File: config.mk
export PLATFORM = sky130hd
export DESIGN_NAME = core_top
export DESIGN_NICKNAME = d
export VERILOG_FILES = /design/src/logic/core_pkg.sv /design/src/logic/bus_arbiter.sv /design/src/logic/core_top.sv /design/src/logic/decode_issue.sv /design/src/logic/execute_unit.sv /design/src/logic/fetch_unit.sv /design/src/logic/reg_file.sv
export SDC_FILE = /design/constraint.sdc
export NUM_CORES = 1
export LEC_CHECK = 0
export ABC_AREA = 1
export BUFFER_PORTS_ARGS = -buffer_cell sky130_fd_sc_hd__buf_2
export CAP_MARGIN = 20
export CELL_PAD_IN_SITES_DETAIL_PLACEMENT = 1
export CELL_PAD_IN_SITES_GLOBAL_PLACEMENT = 1
export CORE_UTILIZATION = 44
export DETAILED_ROUTE_END_ITERATION = 12
export PLACE_DENSITY_LB_ADDON = 0.15
export SLEW_MARGIN = 0
export SYNTH_ARGS = -nofsm -noshare
export SYNTH_HDL_FRONTEND = slang
export SYNTH_SLANG_ARGS = --single-unit
File: constraint.sdc
create_clock -name clk -period 4.55 [get_ports clk]
set_input_delay 0.2275 -clock clk [delete_from_list [all_inputs] [get_ports clk]]
set_output_delay 0.2275 -clock clk [all_outputs]
set_load 0.005 [all_outputs]
File: src/logic/core_pkg.sv
package core_pkg;

   // field widths of the 32-bit instruction word
   localparam int word_width    = 32;
   localparam int op_width      = 4;
   localparam int reg_idx_width = 3;
   localparam int imm_width     = 16;

   localparam int num_regs = 8;

   // field positions, counted from the top bit down
   localparam int op_msb = word_width - 1;
   localparam int rd_msb = op_msb - op_width;
   localparam int ra_msb = rd_msb - reg_idx_width;
   localparam int rb_msb = ra_msb - reg_idx_width;

   typedef logic [word_width-1:0]    word_t;
   typedef logic [reg_idx_width-1:0] reg_idx_t;
   typedef logic [imm_width-1:0]     imm_t;

   typedef enum logic [op_width-1:0] {
      op_nop  = 4'd0,
      op_add  = 4'd1,
      op_sub  = 4'd2,
      op_and  = 4'd3,
      op_or   = 4'd4,
      op_xor  = 4'd5,
      op_movi = 4'd6,
      op_ld   = 4'd7,
      op_st   = 4'd8,
      op_xchg = 4'd9,
      op_halt = 4'd10
   } op_e;

endpackage

File: src/logic/bus_arbiter.sv
module bus_arbiter #(
   parameter int addr_width = 16
) (
   input  logic                  clk,
   input  logic                  rst,
   input  logic                  fetch_req,
   input  logic [addr_width-1:0] fetch_addr,
   output logic                  fetch_done,
   input  logic                  data_req,
   input  logic [addr_width-1:0] data_addr,
   input  logic                  data_we,
   input  core_pkg::word_t       data_wdata,
   output logic                  data_done,
   output core_pkg::word_t       rdata,
   output logic [addr_width-1:0] paddr,
   output logic                  psel,
   output logic                  penable,
   output logic                  pwrite,
   output core_pkg::word_t       pwdata,
   input  core_pkg::word_t       prdata,
   input  logic                  pready
);
   import core_pkg::*;

   typedef enum logic [1:0] {idle, setup, access} state_e;

   state_e state;
   logic   owner_data;
   logic   xfer_end;

   assign psel    = (state != idle);
   assign penable = (state == access);

   // done goes back in the cycle pready is seen
   assign xfer_end   = (state == access) && pready;
   assign fetch_done = xfer_end && !owner_data;
   assign data_done  = xfer_end && owner_data;
   assign rdata      = prdata;

   always_ff @(posedge clk) begin
      if (rst) begin
         state      <= idle;
         owner_data <= 1'b0;
         pwrite     <= 1'b0;
      end else begin
         case (state)
            idle: begin
               // data side wins
               if (data_req) begin
                  state      <= setup;
                  owner_data <= 1'b1;
                  pwrite     <= data_we;
               end else if (fetch_req) begin
                  state      <= setup;
                  owner_data <= 1'b0;
                  pwrite     <= 1'b0;
               end
            end
            setup: state <= access;
            access: begin
               if (pready) begin
                  state <= idle;
               end
            end
            default: state <= idle;
         endcase
      end
   end

   // address and write data held for the whole transfer
   always_ff @(posedge clk) begin
      if (state == idle) begin
         paddr  <= data_req ? data_addr : fetch_addr;
         pwdata <= data_wdata;
      end
   end

endmodule

File: src/logic/core_top.sv
module core_top #(
   parameter int addr_width = 16,
   parameter int unsigned reset_pc = 0
) (
   input  logic                  clk,
   input  logic                  rst,
   output logic [addr_width-1:0] paddr,
   output logic                  psel,
   output logic                  penable,
   output logic                  pwrite,
   output core_pkg::word_t       pwdata,
   input  core_pkg::word_t       prdata,
   input  logic                  pready,
   output logic                  halted
);
   import core_pkg::*;

   // fetch side
   logic                  fetch_req;
   logic [addr_width-1:0] fetch_addr;
   logic                  fetch_done;
   logic                  fetch_valid;
   word_t                 fetch_instr;
   logic                  fetch_ready;
   word_t                 rdata;

   // register read
   reg_idx_t              rd_idx_a;
   reg_idx_t              rd_idx_b;
   word_t                 rd_data_a;
   word_t                 rd_data_b;

   // issue to execute
   logic                  issue_valid;
   op_e                   issue_op;
   reg_idx_t              issue_rd;
   reg_idx_t              issue_ra;
   word_t                 issue_a;
   word_t                 issue_b;
   imm_t                  issue_imm;
   logic                  issue_ready;

   // data side and writeback
   logic                  data_req;
   logic [addr_width-1:0] data_addr;
   logic                  data_we;
   word_t                 data_wdata;
   logic                  data_done;
   logic                  wb_en;
   reg_idx_t              wb_idx;
   word_t                 wb_data;
   logic                  wb_en2;
   reg_idx_t              wb_idx2;
   word_t                 wb_data2;

   fetch_unit #(.addr_width(addr_width), .reset_pc(reset_pc)) fetch_unit_i (.*);

   decode_issue decode_issue_i (.*);

   reg_file reg_file_i (.*);

   execute_unit #(.addr_width(addr_width)) execute_unit_i (.*);

   bus_arbiter #(.addr_width(addr_width)) bus_arbiter_i (.*);

endmodule

File: src/logic/decode_issue.sv
module decode_issue (
   input  logic               clk,
   input  logic               rst,
   input  logic               fetch_valid,
   input  core_pkg::word_t    fetch_instr,
   output logic               fetch_ready,
   output core_pkg::reg_idx_t rd_idx_a,
   output core_pkg::reg_idx_t rd_idx_b,
   input  core_pkg::word_t    rd_data_a,
   input  core_pkg::word_t    rd_data_b,
   output logic               issue_valid,
   output core_pkg::op_e      issue_op,
   output core_pkg::reg_idx_t issue_rd,
   output core_pkg::reg_idx_t issue_ra,
   output core_pkg::word_t    issue_a,
   output core_pkg::word_t    issue_b,
   output core_pkg::imm_t     issue_imm,
   input  logic               issue_ready,
   input  logic               wb_en,
   input  core_pkg::reg_idx_t wb_idx,
   input  logic               wb_en2,
   input  core_pkg::reg_idx_t wb_idx2,
   output logic               halted
);
   import core_pkg::*;

   logic                d_valid;
   word_t               d_instr;
   op_e                 op;
   reg_idx_t            rd_f;
   reg_idx_t            ra_f;
   reg_idx_t            rb_f;
   logic [num_regs-1:0] busy;
   logic [num_regs-1:0] busy_set;
   logic [num_regs-1:0] busy_clr;
   logic                is_alu;
   logic                uses_ra;
   logic                uses_rb;
   logic                writes_rd;
   logic                stall;
   logic                fire;

   // field split of the head instruction
   assign op   = op_e'(d_instr[op_msb -: op_width]);
   assign rd_f = d_instr[rd_msb -: reg_idx_width];
   assign ra_f = d_instr[ra_msb -: reg_idx_width];
   assign rb_f = d_instr[rb_msb -: reg_idx_width];

   assign is_alu    = (op == op_add) || (op == op_sub) || (op == op_and) ||
                      (op == op_or) || (op == op_xor);
   assign uses_ra   = is_alu || (op == op_ld) || (op == op_st) || (op == op_xchg);
   assign uses_rb   = is_alu || (op == op_st);
   assign writes_rd = is_alu || (op == op_movi) || (op == op_ld) || (op == op_xchg);

   // xchg needs the old rd on the b port
   assign rd_idx_a = ra_f;
   assign rd_idx_b = (op == op_xchg) ? rd_f : rb_f;

   assign stall = (uses_ra && busy[ra_f]) || (uses_rb && busy[rb_f]) ||
                  (writes_rd && busy[rd_f]);

   assign issue_valid = d_valid && (op != op_halt) && !stall;
   assign issue_op    = op;
   assign issue_rd    = rd_f;
   assign issue_ra    = ra_f;
   assign issue_a     = rd_data_a;
   assign issue_b     = rd_data_b;
   assign issue_imm   = d_instr[imm_width-1:0];

   assign fire        = issue_valid && issue_ready;
   // halt parks at the head, so the queue stops draining
   assign fetch_ready = !d_valid || fire;

   // scoreboard update
   always_comb begin
      busy_set = '0;
      busy_clr = '0;
      if (fire && writes_rd) begin
         busy_set[rd_f] = 1'b1;
      end
      if (fire && (op == op_xchg)) begin
         busy_set[ra_f] = 1'b1;
      end
      if (wb_en) begin
         busy_clr[wb_idx] = 1'b1;
      end
      if (wb_en2) begin
         busy_clr[wb_idx2] = 1'b1;
      end
   end

   always_ff @(posedge clk) begin
      if (rst) begin
         d_valid <= 1'b0;
         busy    <= '0;
         halted  <= 1'b0;
      end else begin
         if (fetch_ready) begin
            d_valid <= fetch_valid;
         end
         busy <= (busy & ~busy_clr) | busy_set;
         if (d_valid && (op == op_halt) && (busy == '0) && issue_ready) begin
            halted <= 1'b1;
         end
      end
   end

   always_ff @(posedge clk) begin
      if (fetch_ready && fetch_valid) begin
         d_instr <= fetch_instr;
      end
   end

endmodule

File: src/logic/execute_unit.sv
module execute_unit #(
   parameter int addr_width = 16
) (
   input  logic                  clk,
   input  logic                  rst,
   input  logic                  issue_valid,
   input  core_pkg::op_e         issue_op,
   input  core_pkg::reg_idx_t    issue_rd,
   input  core_pkg::reg_idx_t    issue_ra,
   input  core_pkg::word_t       issue_a,
   input  core_pkg::word_t       issue_b,
   input  core_pkg::imm_t        issue_imm,
   output logic                  issue_ready,
   output logic                  data_req,
   output logic [addr_width-1:0] data_addr,
   output logic                  data_we,
   output core_pkg::word_t       data_wdata,
   input  logic                  data_done,
   input  core_pkg::word_t       rdata,
   output logic                  wb_en,
   output core_pkg::reg_idx_t    wb_idx,
   output core_pkg::word_t       wb_data,
   output logic                  wb_en2,
   output core_pkg::reg_idx_t    wb_idx2,
   output core_pkg::word_t       wb_data2
);
   import core_pkg::*;

   typedef enum logic [1:0] {idle, alu_wb, mem_wait} state_e;

   state_e state;
   logic   accept;
   logic   is_mem;
   logic   writes_rd;
   word_t  imm_ext;
   word_t  eff_addr;
   word_t  alu_res;

   assign issue_ready = (state == idle);
   assign accept      = issue_valid && issue_ready;
   assign data_req    = (state == mem_wait);

   assign is_mem    = (issue_op == op_ld) || (issue_op == op_st);
   assign writes_rd = (issue_op inside {op_add, op_sub, op_and, op_or, op_xor,
                                        op_movi, op_xchg});
   assign imm_ext   = word_t'(issue_imm);
   assign eff_addr  = issue_a + imm_ext;

   always_comb begin
      case (issue_op)
         op_add:  alu_res = issue_a + issue_b;
         op_sub:  alu_res = issue_a - issue_b;
         op_and:  alu_res = issue_a & issue_b;
         op_or:   alu_res = issue_a | issue_b;
         op_xor:  alu_res = issue_a ^ issue_b;
         op_movi: alu_res = imm_ext;
         default: alu_res = issue_a;
      endcase
   end

   always_ff @(posedge clk) begin
      if (rst) begin
         state  <= idle;
         wb_en  <= 1'b0;
         wb_en2 <= 1'b0;
      end else begin
         wb_en  <= 1'b0;
         wb_en2 <= 1'b0;
         case (state)
            idle: begin
               if (accept && is_mem) begin
                  state <= mem_wait;
               end else if (accept) begin
                  state  <= alu_wb;
                  wb_en  <= writes_rd;
                  // old rd lands in ra
                  wb_en2 <= (issue_op == op_xchg) && (issue_ra != issue_rd);
               end
            end
            mem_wait: begin
               if (data_done) begin
                  state <= alu_wb;
                  wb_en <= !data_we;
               end
            end
            default: state <= idle;
         endcase
      end
   end

   // operand and result registers
   always_ff @(posedge clk) begin
      if (accept) begin
         wb_idx     <= issue_rd;
         wb_data    <= alu_res;
         wb_idx2    <= issue_ra;
         wb_data2   <= issue_b;
         data_addr  <= eff_addr[addr_width-1:0];
         data_we    <= (issue_op == op_st);
         data_wdata <= issue_b;
      end else if ((state == mem_wait) && data_done) begin
         wb_data <= rdata;
      end
   end

endmodule

File: src/logic/fetch_unit.sv
module fetch_unit #(
   parameter int addr_width = 16,
   parameter int unsigned reset_pc = 0
) (
   input  logic                  clk,
   input  logic                  rst,
   input  logic                  halted,
   output logic                  fetch_req,
   output logic [addr_width-1:0] fetch_addr,
   input  logic                  fetch_done,
   input  core_pkg::word_t       rdata,
   output logic                  fetch_valid,
   output core_pkg::word_t       fetch_instr,
   input  logic                  fetch_ready
);
   import core_pkg::*;

   logic [addr_width-1:0] pc;
   word_t                 queue [2];
   logic                  wr_ptr;
   logic                  rd_ptr;
   logic [1:0]            count;
   logic                  halt_seen;
   logic                  push;
   logic                  pop;

   // one fetch outstanding at most, held until the arbiter answers
   // nothing past a fetched halt word is requested
   assign fetch_req  = !halted && !halt_seen && (count != 2'd2);
   assign fetch_addr = pc;

   assign push = fetch_done;
   assign pop  = fetch_valid && fetch_ready;

   assign fetch_valid = (count != 2'd0);
   assign fetch_instr = queue[rd_ptr];

   always_ff @(posedge clk) begin
      if (rst) begin
         pc        <= addr_width'(reset_pc);
         wr_ptr    <= 1'b0;
         rd_ptr    <= 1'b0;
         count     <= 2'd0;
         halt_seen <= 1'b0;
      end else begin
         if (push) begin
            pc     <= pc + addr_width'(4);
            wr_ptr <= ~wr_ptr;
            if (op_e'(rdata[op_msb -: op_width]) == op_halt) begin
               halt_seen <= 1'b1;
            end
         end
         if (pop) begin
            rd_ptr <= ~rd_ptr;
         end
         count <= count + 2'(push) - 2'(pop);
      end
   end

   // queue storage
   always_ff @(posedge clk) begin
      if (push) begin
         queue[wr_ptr] <= rdata;
      end
   end

endmodule

File: src/logic/reg_file.sv
module reg_file (
   input  logic               clk,
   input  logic               rst,
   input  core_pkg::reg_idx_t rd_idx_a,
   input  core_pkg::reg_idx_t rd_idx_b,
   output core_pkg::word_t    rd_data_a,
   output core_pkg::word_t    rd_data_b,
   input  logic               wb_en,
   input  core_pkg::reg_idx_t wb_idx,
   input  core_pkg::word_t    wb_data,
   input  logic               wb_en2,
   input  core_pkg::reg_idx_t wb_idx2,
   input  core_pkg::word_t    wb_data2
);
   import core_pkg::*;

   word_t regs [num_regs];

   assign rd_data_a = regs[rd_idx_a];
   assign rd_data_b = regs[rd_idx_b];

   // second port only used by xchg, never the same index as the first
   always_ff @(posedge clk) begin
      if (rst) begin
         for (int i = 0; i < num_regs; i++) begin
            regs[i] <= '0;
         end
      end else begin
         if (wb_en) begin
            regs[wb_idx] <= wb_data;
         end
         if (wb_en2) begin
            regs[wb_idx2] <= wb_data2;
         end
      end
   end

endmodule

Word level (Yosys, flattened, before mapping)
Memory sizes are Yosys's and may differ from the RTL's. A register that Yosys moved wholly into a read port is not among the register bits.
Cells that the tools add are included.
{"block": "word_totals", "input_bits": 35, "ramBits": 320, "out_inout_bits": 52, "n_memories": 2, "reg_bits": 174}
{"block": "classes", "n_addsub": 6, "eq_ne": 21, "bitwise_logic": 12, "n_lt_le_gt_ge": 9, "mux": 54, "n_reduce_logical": 60}
{"name": "reg_file_i.regs", "depth": 8, "width": 32, "read_ports": 2, "rd_ports_with_merged_regs": 0, "write_ports": 8, "line_no": "reg_file.sv:17", "source": "word_t regs [num_regs];"}
{"name": "fetch_unit_i.queue", "depth": 2, "width": 32, "read_ports": 1, "rd_ports_with_merged_regs": 1, "write_ports": 1, "line_no": "fetch_unit.sv:19", "source": "word_t queue [2];"}
{"cell": "$pmux W32 S6", "n": 1}
{"cell": "$mux W32", "n": 4}
{"cell": "$reduce_or A32 Y1", "n": 2}
{"cell": "$add A32 B32 Y32", "n": 1}
{"cell": "$and A32 B32 Y32", "n": 1}
{"cell": "$mux W8", "n": 4}
{"cell": "$or A32 B32 Y32", "n": 1}
{"cell": "$sub A32 B32 Y32", "n": 1}
{"cell": "$xor A32 B32 Y32", "n": 1}
{"cell": "$mux W1", "n": 25}
{"cell": "$logic_and A1 B1 Y1", "n": 24}
{"cell": "$or A8 B8 Y8", "n": 3}
{"cell": "$lt A3 B4 Y1 const B", "n": 5}
{"cell": "$add A16 B16 Y16", "n": 1}
{"cell": "$add A16 B3 Y16 const B", "n": 1}
{"cell": "$eq A4 B3 Y1 const B", "n": 4}
{"cell": "$eq A4 B4 Y1 const B", "n": 4}
{"cell": "$mux W16", "n": 1}
{"cell": "$logic_or A1 B1 Y1", "n": 15}
{"cell": "$demux W1 S3", "n": 4}
{"cell": "$ge A3 B1 Y1 const B", "n": 4}
{"cell": "$mux W2", "n": 6}
{"cell": "$bmux W1 S3", "n": 3}
{"cell": "$mux W3", "n": 3}
{"cell": "other kinds (25)", "n": 43}

Logic depth before layout (Yosys ltp)
Gate-level depths: netlist of the first run.
{"block": "logic_depth", "ltp_word": 19, "depth_mapped": 35, "ltp_nobuf": 33}

Modules after synthesis
A second synthesis of the first run with hierarchy kept.
{"block": "unflattened", "cells_unflattened": 4748, "hier_area_um2": 35273.8}
{"module": "reg_file", "seq_area_each_um2": 7687.4, "area_each_um2": 17599.4, "instances": 1, "cells_each": 2663}
{"module": "execute_unit", "seq_area_each_um2": 2692.6, "area_each_um2": 9459.1, "instances": 1, "cells_each": 1350}
{"module": "fetch_unit", "seq_area_each_um2": 2322.2, "area_each_um2": 3303.2, "instances": 1, "cells_each": 241}
{"module": "decode_issue", "seq_area_each_um2": 1071.0, "area_each_um2": 2810.2, "instances": 1, "cells_each": 337}
{"module": "bus_arbiter", "seq_area_each_um2": 1521.5, "area_each_um2": 2102.0, "instances": 1, "cells_each": 157}

Least setup slack after synthesis of the first run
No wires, ideal clock.
{"block": "synth_timing", "kind": "reg-to-reg", "start": "register decode_issue_i.d_instr[29] (read register of fetch_unit_i.queue)", "end": "register execute_unit_i.wb_data[26] (data pin)", "arrival_ps": 4534, "t_required_ps": 4298, "period_less_slack_ps": 4787, "slack_ps": -237, "setup_time_ps": 252, "n_path_buf": 1, "path_stages_with_launch": 32, "path_cell_list": "edfxtp_1 -> nor2_8 -> nand2_8 -> o21ai_2 -> buf_2 -> nand3_1 -> o21ai_1 -> nand2_1 -> nand2_1 -> inv_1 -> ha_1 -> o21ai_0 -> inv_1 -> fa_1 -> inv_1 -> nand3_1 -> nand2_1 -> inv_1 -> nor2_1 -> nor2_1 -> o21ai_0 -> a21boi_0 -> o21ai_0 -> nand2_1 -> o21ai_0 -> nand2_1 -> nand2_1 -> nand2_1 -> nand3_1 -> nand2_1 -> nand2_1 -> nand2_1"}
{"element": "from (decl)", "line_no": "decode_issue.sv:28", "source": "word_t d_instr;"}
{"element": "$eq A4 B4 Y1 (*)", "line_no": "decode_issue.sv:57", "source": "assign rd_idx_b = (op == op_xchg) ? rd_f : rb_f;"}
{"element": "$mux W3 (*)", "line_no": "decode_issue.sv:57"}
{"element": "$mem_v2 Z8 W32 (*)"}
{"element": "named net decode_issue_i.issue_b[0]", "line_no": "decode_issue.sv:16", "source": "output core_pkg::word_t issue_b,"}
{"element": "$sub A32 B32 Y32 or $add A32 B32 Y32 (tied branches)", "line_no": "execute_unit.sv:52, execute_unit.sv:51"}
{"element": "$pmux W32 S6 (*)", "line_no": "execute_unit.sv:50", "source": "case (issue_op)"}
{"element": "$mux W32 (*)", "line_no": "execute_unit.sv:93", "source": "if (accept) begin"}
{"element": "to (signal assigned)", "line_no": "execute_unit.sv:95", "source": "wb_data <= alu_res;"}
{"element": "to (signal assigned)", "line_no": "execute_unit.sv:102", "source": "wb_data <= rdata;"}
{"element": "to (decl)", "line_no": "execute_unit.sv:22", "source": "output core_pkg::word_t wb_data,"}
The timed path passes the listed nets; every way through them passes the cells marked *.
A chain may end at the register's enable or synchronous reset.

Worst setup path in the final report of the first run
{"block": "layout_timing", "start": "register decode_issue_i.d_instr[29] (read register of fetch_unit_i.queue)", "end": "register execute_unit_i.wb_data[29] (data pin)"}
{"block": "layout_via", "elab_chain_cells": 15}
{"element": "branches (longest 14 deep; another with $mem_v2 Z8 W32)"}
{"element": "$mux W32 (*)", "line_no": "execute_unit.sv:93"}
Every way passes the cells marked *.

==> run metrics, run 1 <==
Die X=262 um; status=finished, violations left; ys async rst share=0%; fin. max-slew vios=0; area grow syn2layout=27.1%; CTS root buf=clkbuf_16; commonest non-fill, non-tap cell in the layout=nand2_1; failing checks=setup timing; GR Overflow Total=0; most frequent cells in the layout=648 x nand2_1, 478 x edfxtp_1, 471 x inv_1; r2r worst-path depth=25; critical path depth=25; Worst Setup SP=decode_issue_i.d_instr[29]; Main synth FF type=edfxtp_1; number of remaining DRC errors=0; capture point of the worst path=execute_unit_i.wb_data[29]; setup tns final=-1.30 ns; initial antenna violation count=7; CORE AREA=66200 sq um; CTS tree=yes; Synth Register Bits=515; Max-Cap Viols=0; Worst R2R Setup Slack=-0.23 ns; Worst Max-Slew Pin Slew=1.16 ns; reg2reg start=decode_issue_i.d_instr[29]; maximum fanout along the worst path=6; P_leak=0.0161 uW; Die Height=262 um; wire length on met1=52.3 mm; final setup vio count=14; filler instances=7502; post-layout net count=3934; capture point of the worst reg-to-reg path=execute_unit_i.wb_data[29]; fin crit period=4.78 ns; slowest cell on the critical path=edfxtp_1; Initial Utilization=44.8%; met3 WL post-DR=12.5 mm; Via density=6.26; IO Count=87; Port Buffers=86; post-DP HPWL=93.3 mm; Placer Congestion=0.995; worst hold path type=primary input to register; CTS Buf Count=58; DR WL/cell=29.8 um; 1st-iter DRT viols=3355; Worst-Skew Late Latency=0.67 ns; final setup margin=-0.227 ns; Worst Path Required=4.96 ns; distinct cell type count after synthesis=59; metal2 WL=63.1 mm; DR top layer=met5; Worst-path clk slew=0.07 ns; dpl ws=-0.724 ns; Synth Instances=3329; Post-Syn Nets=3483; global-route wire length before repair=199 mm; Arrival @ worst endpoint=5.19 ns; Post-synth EDFFs=478; CP top delay family=simple AND/OR/NAND/NOR gates; vias=29377; relative slew slack=22.8%; pwr/cell area=1000 nW/um^2; Seq/Total Area, Yosys=50.9%; Overall Power=37800 uW; Hold Violations, Final=0; Worst Path Buf+Inv=4; Rows=94; worst setup path category=register to register; final instance area=37700 sq um; Post-Place Cell Area=33300 sq um; Final Skew=0.0336 ns; crit end category=register; Max stage delay on crit path=0.48 ns; # placed instances=4479; die area=68400 sq um; Avg Inst Size Synth=8.90 sq um; All-Layer GR Usage=40.1%; Worst Setup Start Kind=register; fraction of layout cells with a size suffix above 1=23.0%; Total Routed Length=140 mm; Yosys Warn Count=0; vias in the first global route=29978; FMAX=209 MHz; largest net degree at the start of global routing=41; non-filler instance count after layout=4691; router iterations before antenna repair=6; Max clock buf depth=3; H-tree levels=2; CTS Sinks=515; crit share post-route=105%; RSZ-0062 raised after global routing=true; VDD IR max=581 uV; Netlist Area Pre-Place=29600 sq um; final antenna-violating net count=0
cell type report:
class | count | area, sq um | share of cell area [%]
antenna | 1 | 2.50 | 0.00664
multi-input combinational | 2159 | 13200 | 35.1
tap | 864 | 1080 | 2.87
clock buffer | 66 | 1500 | 3.98
timing repair buffer | 555 | 4500 | 12.0
inverter | 491 | 1850 | 4.90
clock inverter | 40 | 447 | 1.19
sequential | 515 | 15100 | 40.1
cell families after synthesis:
| logic type | synth area share (%) |
|---|---|
| buffers and inverters | 8.91 |
| AND/OR/NAND/NOR | 18.4 |
| adder cells (fa/ha/maj) | 5.07 |
| AO/OA/AOI/OAI | 15.3 |
| flip-flops | 50.9 |
| XOR/XNOR | 1.48 |
stage by stage:
step	util [%]	hold WS, ns
detailed placement	50.3	0.436
global route	56.9	0.0473
finish	56.9	0.0355
CTS	55.4	0.00382
global placement	50.3	0.432
floorplan	-	0.326
worst min-delay path by stage:
stage / startpoint / end / slack [ns] / depth (start not counted)
final: rst / fetch_unit_i.count[0] / 0.04 / 2
after global routing: rst / execute_unit_i.state[1] / 0.05 / 2
after CTS: prdata[16] / execute_unit_i.wb_data[16] / 0.004 / 3
after detailed placement: prdata[23] / fetch_unit_i.queue[1][23] / 0.44 / 1
after global placement: prdata[13] / fetch_unit_i.queue[0][13] / 0.43 / 1
after floorplan: prdata[0] / fetch_unit_i.queue[0][0] / 0.33 / 0
power by group:
part           total (uW)  internal, uW  switching, uW
Combinational       25400         10000          15400
Sequential           7370          6610            758
Clock                4940          2780           2160
Total               37800         19400          18300
cell usage after synthesis, types with 4 or more instances:
master,count,share of area (%)
a211oi_1,5,0.13
a21o_1,5,0.13
a21oi_1,115,1.9
a221oi_1,72,2.1
a22oi_1,4,0.10
a31oi_1,9,0.19
buf_1,13,0.16
buf_2,35,0.59
buf_4,9,0.23
buf_6,13,0.49
clkbuf_1,96,1.2
dfxtp_1,37,2.5
edfxtp_1,478,48
ha_1,117,4.9
inv_1,481,6.1
inv_2,7,0.089
nand2_1,711,9.0
nand2_2,9,0.19
nand2_4,4,0.15
nand3_1,293,4.9
nand3b_1,12,0.30
nand4_1,20,0.42
nor2_1,151,1.9
nor2_2,5,0.11
nor3_1,31,0.52
nor4_1,7,0.15
o211ai_1,6,0.15
o21a_1,6,0.15
o21ai_0,128,2.2
o21ai_1,12,0.20
o21ai_2,5,0.15
o221ai_1,9,0.27
o22ai_1,332,7.0
o31ai_1,4,0.10
or2_2,5,0.11
xnor2_1,5,0.15
xor2_1,45,1.3
flip-flops by register name, summed over array words and instances, names as in the netlist, 3 cells and up:
register / cells
execute_unit_i.wb_data: 32
reg_file_i.regs: 256
execute_unit_i.wb_idx2: 3
bus_arbiter_i.pwdata: 32
decode_issue_i.d_instr: 29
fetch_unit_i.fetch_addr: 14
execute_unit_i.wb_idx: 3
execute_unit_i.data_wdata: 32
fetch_unit_i.queue: 58
decode_issue_i.busy: 8
bus_arbiter_i.paddr: 16
execute_unit_i.data_addr: 16
repair_timing:
action                                 CTS  global route
resized for setup                      183           171
pin swaps                               67            73
buffers inserted                        37            29
hold buffers                            32             1
endpoints found under the hold margin   79             1
setup endpoints to repair               25            29
gates cloned                             4             4
routing by layer:
layer  track usage, %  up-vias
met5                0        -
met4             29.3       12
met3             8.16      457
met2             63.3     1609
met1             48.8    14708
li1                 -    12591
(Power assumes the default switching activity.)
==> run 2, diff against run 1 <==
--- a/config.mk
+++ b/config.mk
@@ -5,12 +5,12 @@
 export SDC_FILE = /design/constraint.sdc
 export NUM_CORES = 1
 export LEC_CHECK = 0
-export ABC_AREA = 1
 export BUFFER_PORTS_ARGS = -buffer_cell sky130_fd_sc_hd__buf_2
 export CAP_MARGIN = 20
 export CELL_PAD_IN_SITES_DETAIL_PLACEMENT = 1
 export CELL_PAD_IN_SITES_GLOBAL_PLACEMENT = 1
-export CORE_UTILIZATION = 44
+export CORE_ASPECT_RATIO = 1.25
+export CORE_UTILIZATION = 47
 export DETAILED_ROUTE_END_ITERATION = 12
 export PLACE_DENSITY_LB_ADDON = 0.15
 export SLEW_MARGIN = 0
==> run metrics, run 2 <==
global-route wire length before repair=179 mm (-10%); Worst-path clk slew=0.07 ns (about the same); 1st-iter DRT viols=2775 (-17%); Avg Inst Size Synth=11.5 sq um (+29%); fin. max-slew vios=0 (unchanged); P_sw=13200 uW (-28%); crit end category=register; most frequent cells in the layout=478 x edfxtp_1, 387 x buf_4, 266 x a22o_1; largest net degree at the start of global routing=61 (+49%); FMAX=171 MHz (-19%); failing checks=setup timing; maximum fanout along the worst path=8 (+2); Port Buffers=86 (unchanged); pwr/cell area=833 nW/um^2 (-17%); most common cell in the netlist=edfxtp_1; Final Skew=0.0320 ns (-0.00162 ns); Synth Instances=2505 (-25%); P_leak=0.0142 uW (-12%); Logic pwr share=59.6% (-7.8 points); status=finished, violations left; Largest register FFs=256 (unchanged); Main synth FF type=edfxtp_1; area grow syn2layout=26.5%; Top reg by flops=reg_file_i.regs; clock power share=15.0% (+1.9 points); relative slew slack=36.4% (+14 points); Max-Cap Viols=0 (unchanged); Seq/Total Area, Yosys=52.5% (+1.6 points); Via density=6.80 (+8.6%); final antenna-violating net count=0 (unchanged); Cell Int Power=17100 uW (-12%); Die Height=278 um (+6.5%); final instance area=36400 sq um (-3.5%); Post-Place Cell Area=32600 sq um (-2.0%); Total Routed Length=126 mm (-10%); Synth top area share=49.9% (+1.5 points); RSZ-0062 raised after global routing=true; Yosys Warn Count=0 (unchanged); Placer Congestion=0.966 (-3.0%); Max clock buf depth=3 (unchanged); fin crit period=5.86 ns (+1.09 ns); setup tns final=-22.28 ns (-20.97 ns); vias=25311 (-14%); worst setup path category=register to register; Util after Layout=59.9% (+3.0 points); largest cells by area after synthesis=edfxtp_1 50%, a22o_1 8.1%, ha_1 5.1%; Hold Violations, Final=0 (unchanged); WHS Path Cells=3 (+1); commonest non-fill, non-tap cell in the layout=edfxtp_1; CTS Sinks=515 (unchanged); post-DP HPWL=82.8 mm (-11%); Post-synth EDFFs=478 (unchanged); Worst-Skew Late Latency=0.65 ns (-0.02 ns); CORE AREA=60700 sq um (-8.4%); leading area contributor after synthesis=edfxtp_1; reg2reg start=decode_issue_i.d_instr[30]; All-Layer GR Usage=39.7% (-0.39 points); final setup vio count=26 (+12); Hold Startpoint=prdata[16]; initial antenna violation count=0 (-7); number of remaining DRC errors=0 (unchanged); distinct cell type count after synthesis=84 (+42%); worst hold path type=primary input to register; final setup margin=-1.31 ns (-1.09 ns); diodes inserted=0 (-1); Die X=223 um (-15%); crit share post-route=129% (+24 points); CTS tree=yes; ys async rst share=0% (unchanged); Sw Ratio=43.5% (-5.1 points); die area=62200 sq um (-9.1%); CTS Buf Count=54 (-6.9%); Initial Utilization=47.4% (+2.6 points); capture point of the worst reg-to-reg path=execute_unit_i.wb_data[26]; CTS root buf=clkbuf_16; Seq pwr share=25.4% (+5.9 points); Netlist Area Pre-Place=28700 sq um (-3.0%); Post-Syn Nets=2659 (-24%); Post-synth top cells=478 x edfxtp_1, 266 x a22o_1, 174 x nand2_1; IO Count=87 (unchanged); Arrival @ worst endpoint=6.33 ns (+1.14 ns); Synth Register Bits=515 (unchanged); VDD IR max=638 uV (+9.8%); GR Overflow Total=0 (unchanged); Worst Max-Slew Pin Slew=0.954 ns (-0.202 ns); vias in the first global route=26307 (-12%); H-tree levels=2 (unchanged); Worst Hold Path EP=execute_unit_i.wb_data[16]; DR WL/cell=33.8 um (+13%); Worst R2R Setup Slack=-1.31 ns (-1.09 ns); r2r worst-path depth=27 (+8.0%); biggest regs=reg_file_i.regs (256), fetch_unit_i.queue (58); Overall Power=30300 uW (-20%); fraction of layout cells with a size suffix above 1=31.3% (+8.3 points); Worst Path Required=5.02 ns (+0.06 ns); Rows=101 (+7.4%); router iterations before antenna repair=6 (unchanged); dpl ws=-1.44 ns (-0.721 ns); Worst Setup Start Kind=register; post-layout net count=3060 (-22%)
==> run 2: how the worst max path moves through the flow <==
stage                               start                         end  depth (start not counted)
2_1_floorplan  decode_issue_i.d_instr[29]  execute_unit_i.wb_data[31]                         30
3_3_place_gp   decode_issue_i.d_instr[29]  execute_unit_i.wb_data[31]                         23
3_5_place_dp   decode_issue_i.d_instr[29]  execute_unit_i.wb_data[28]                         23
4_1_cts        decode_issue_i.d_instr[30]  execute_unit_i.wb_data[26]                         27
5_1_grt        decode_issue_i.d_instr[30]  execute_unit_i.wb_data[28]                         26
6_report       decode_issue_i.d_instr[30]  execute_unit_i.wb_data[26]                         27
==> run 2: cell type report <==
type                    instances  area, sq um
clock buffers                  69         1430
clock inverters                31          330
fillers                      6143        24300
inverters                      92          345
multi-input cells            1672        13500
flip-flops and latches        515        15100
well taps                     772          966
repair buffers                571         4680
==> run 2: repair_timing <==
item                       4_1_cts  5_1_grt
pin swaps                       82       76
hold buffers                    31        0
gates resized for setup        112      112
buffers inserted                47       30
hold endpoints to repair        79        0
setup endpoints to repair       28       33
cloned                           7        1
==> run 2: logic make-up after synthesis <==
kind of cell	count (synthesis)	share of synthesized area [%]
compound gates	797	20.5
flops	515	52.5
buf+inv	322	4.58
xor+xnor	84	2.56
simple gates	525	8.86
fa+ha+maj	119	5.23
mux	143	5.77
==> run 2: metal layers <==
layer | vias to the layer above | wire length [um] | global-route usage (%)
met5 | - | 0 | 0
met4 | 0 | 12800 | 34.4
met3 | 522 | 10200 | 7.46
met2 | 1524 | 58900 | 64.9
met1 | 12769 | 44000 | 44.7
li1 | 10496 | - | -
==> run 2: worst max-delay path, cell delays in order (launching register included) <==
cell	delay [ns]
edfxtp_1	0.40
nor4bb_2	0.35
buf_4	0.24
buf_6	0.12
mux2i_4	0.23
buf_12	0.16
buf_4	0.11
nand2b_4	0.15
clkbuf_16	0.17
o22ai_1	0.07
a221o_2	0.40
buf_6	0.18
a21oi_4	0.15
buf_4	0.13
xnor2_1	0.11
ha_1	0.32
o21ai_1	0.07
buf_4	0.15
a211o_1	0.30
a21boi_2	0.24
a21o_1	0.22
a21o_1	0.21
a31oi_4	0.13
buf_6	0.14
or4b_4	0.55
o311ai_4	0.11
a21oi_1	0.10
o21ai_1	0.15
==> run 2: power groups by stage <==
| stage | logic [uW] | registers [uW] | clock network, uW |
|---|---|---|---|
| floorplan | 8090 | 6800 | 0 |
| global placement | 14100 | 7660 | 0 |
| detailed placement | 14600 | 7710 | 0 |
| CTS | 16100 | 7650 | 4550 |
| global route | 18900 | 7730 | 4680 |
| finish | 18000 | 7700 | 4540 |
==> run 2: stage by stage <==
step                instances  hold slack, ns
floorplan                2505           0.326
detailed placement       3516           0.435
global placement         3516           0.431
finish                   3722          0.0246
CTS                      3696         0.00516
global route             3722          0.0109
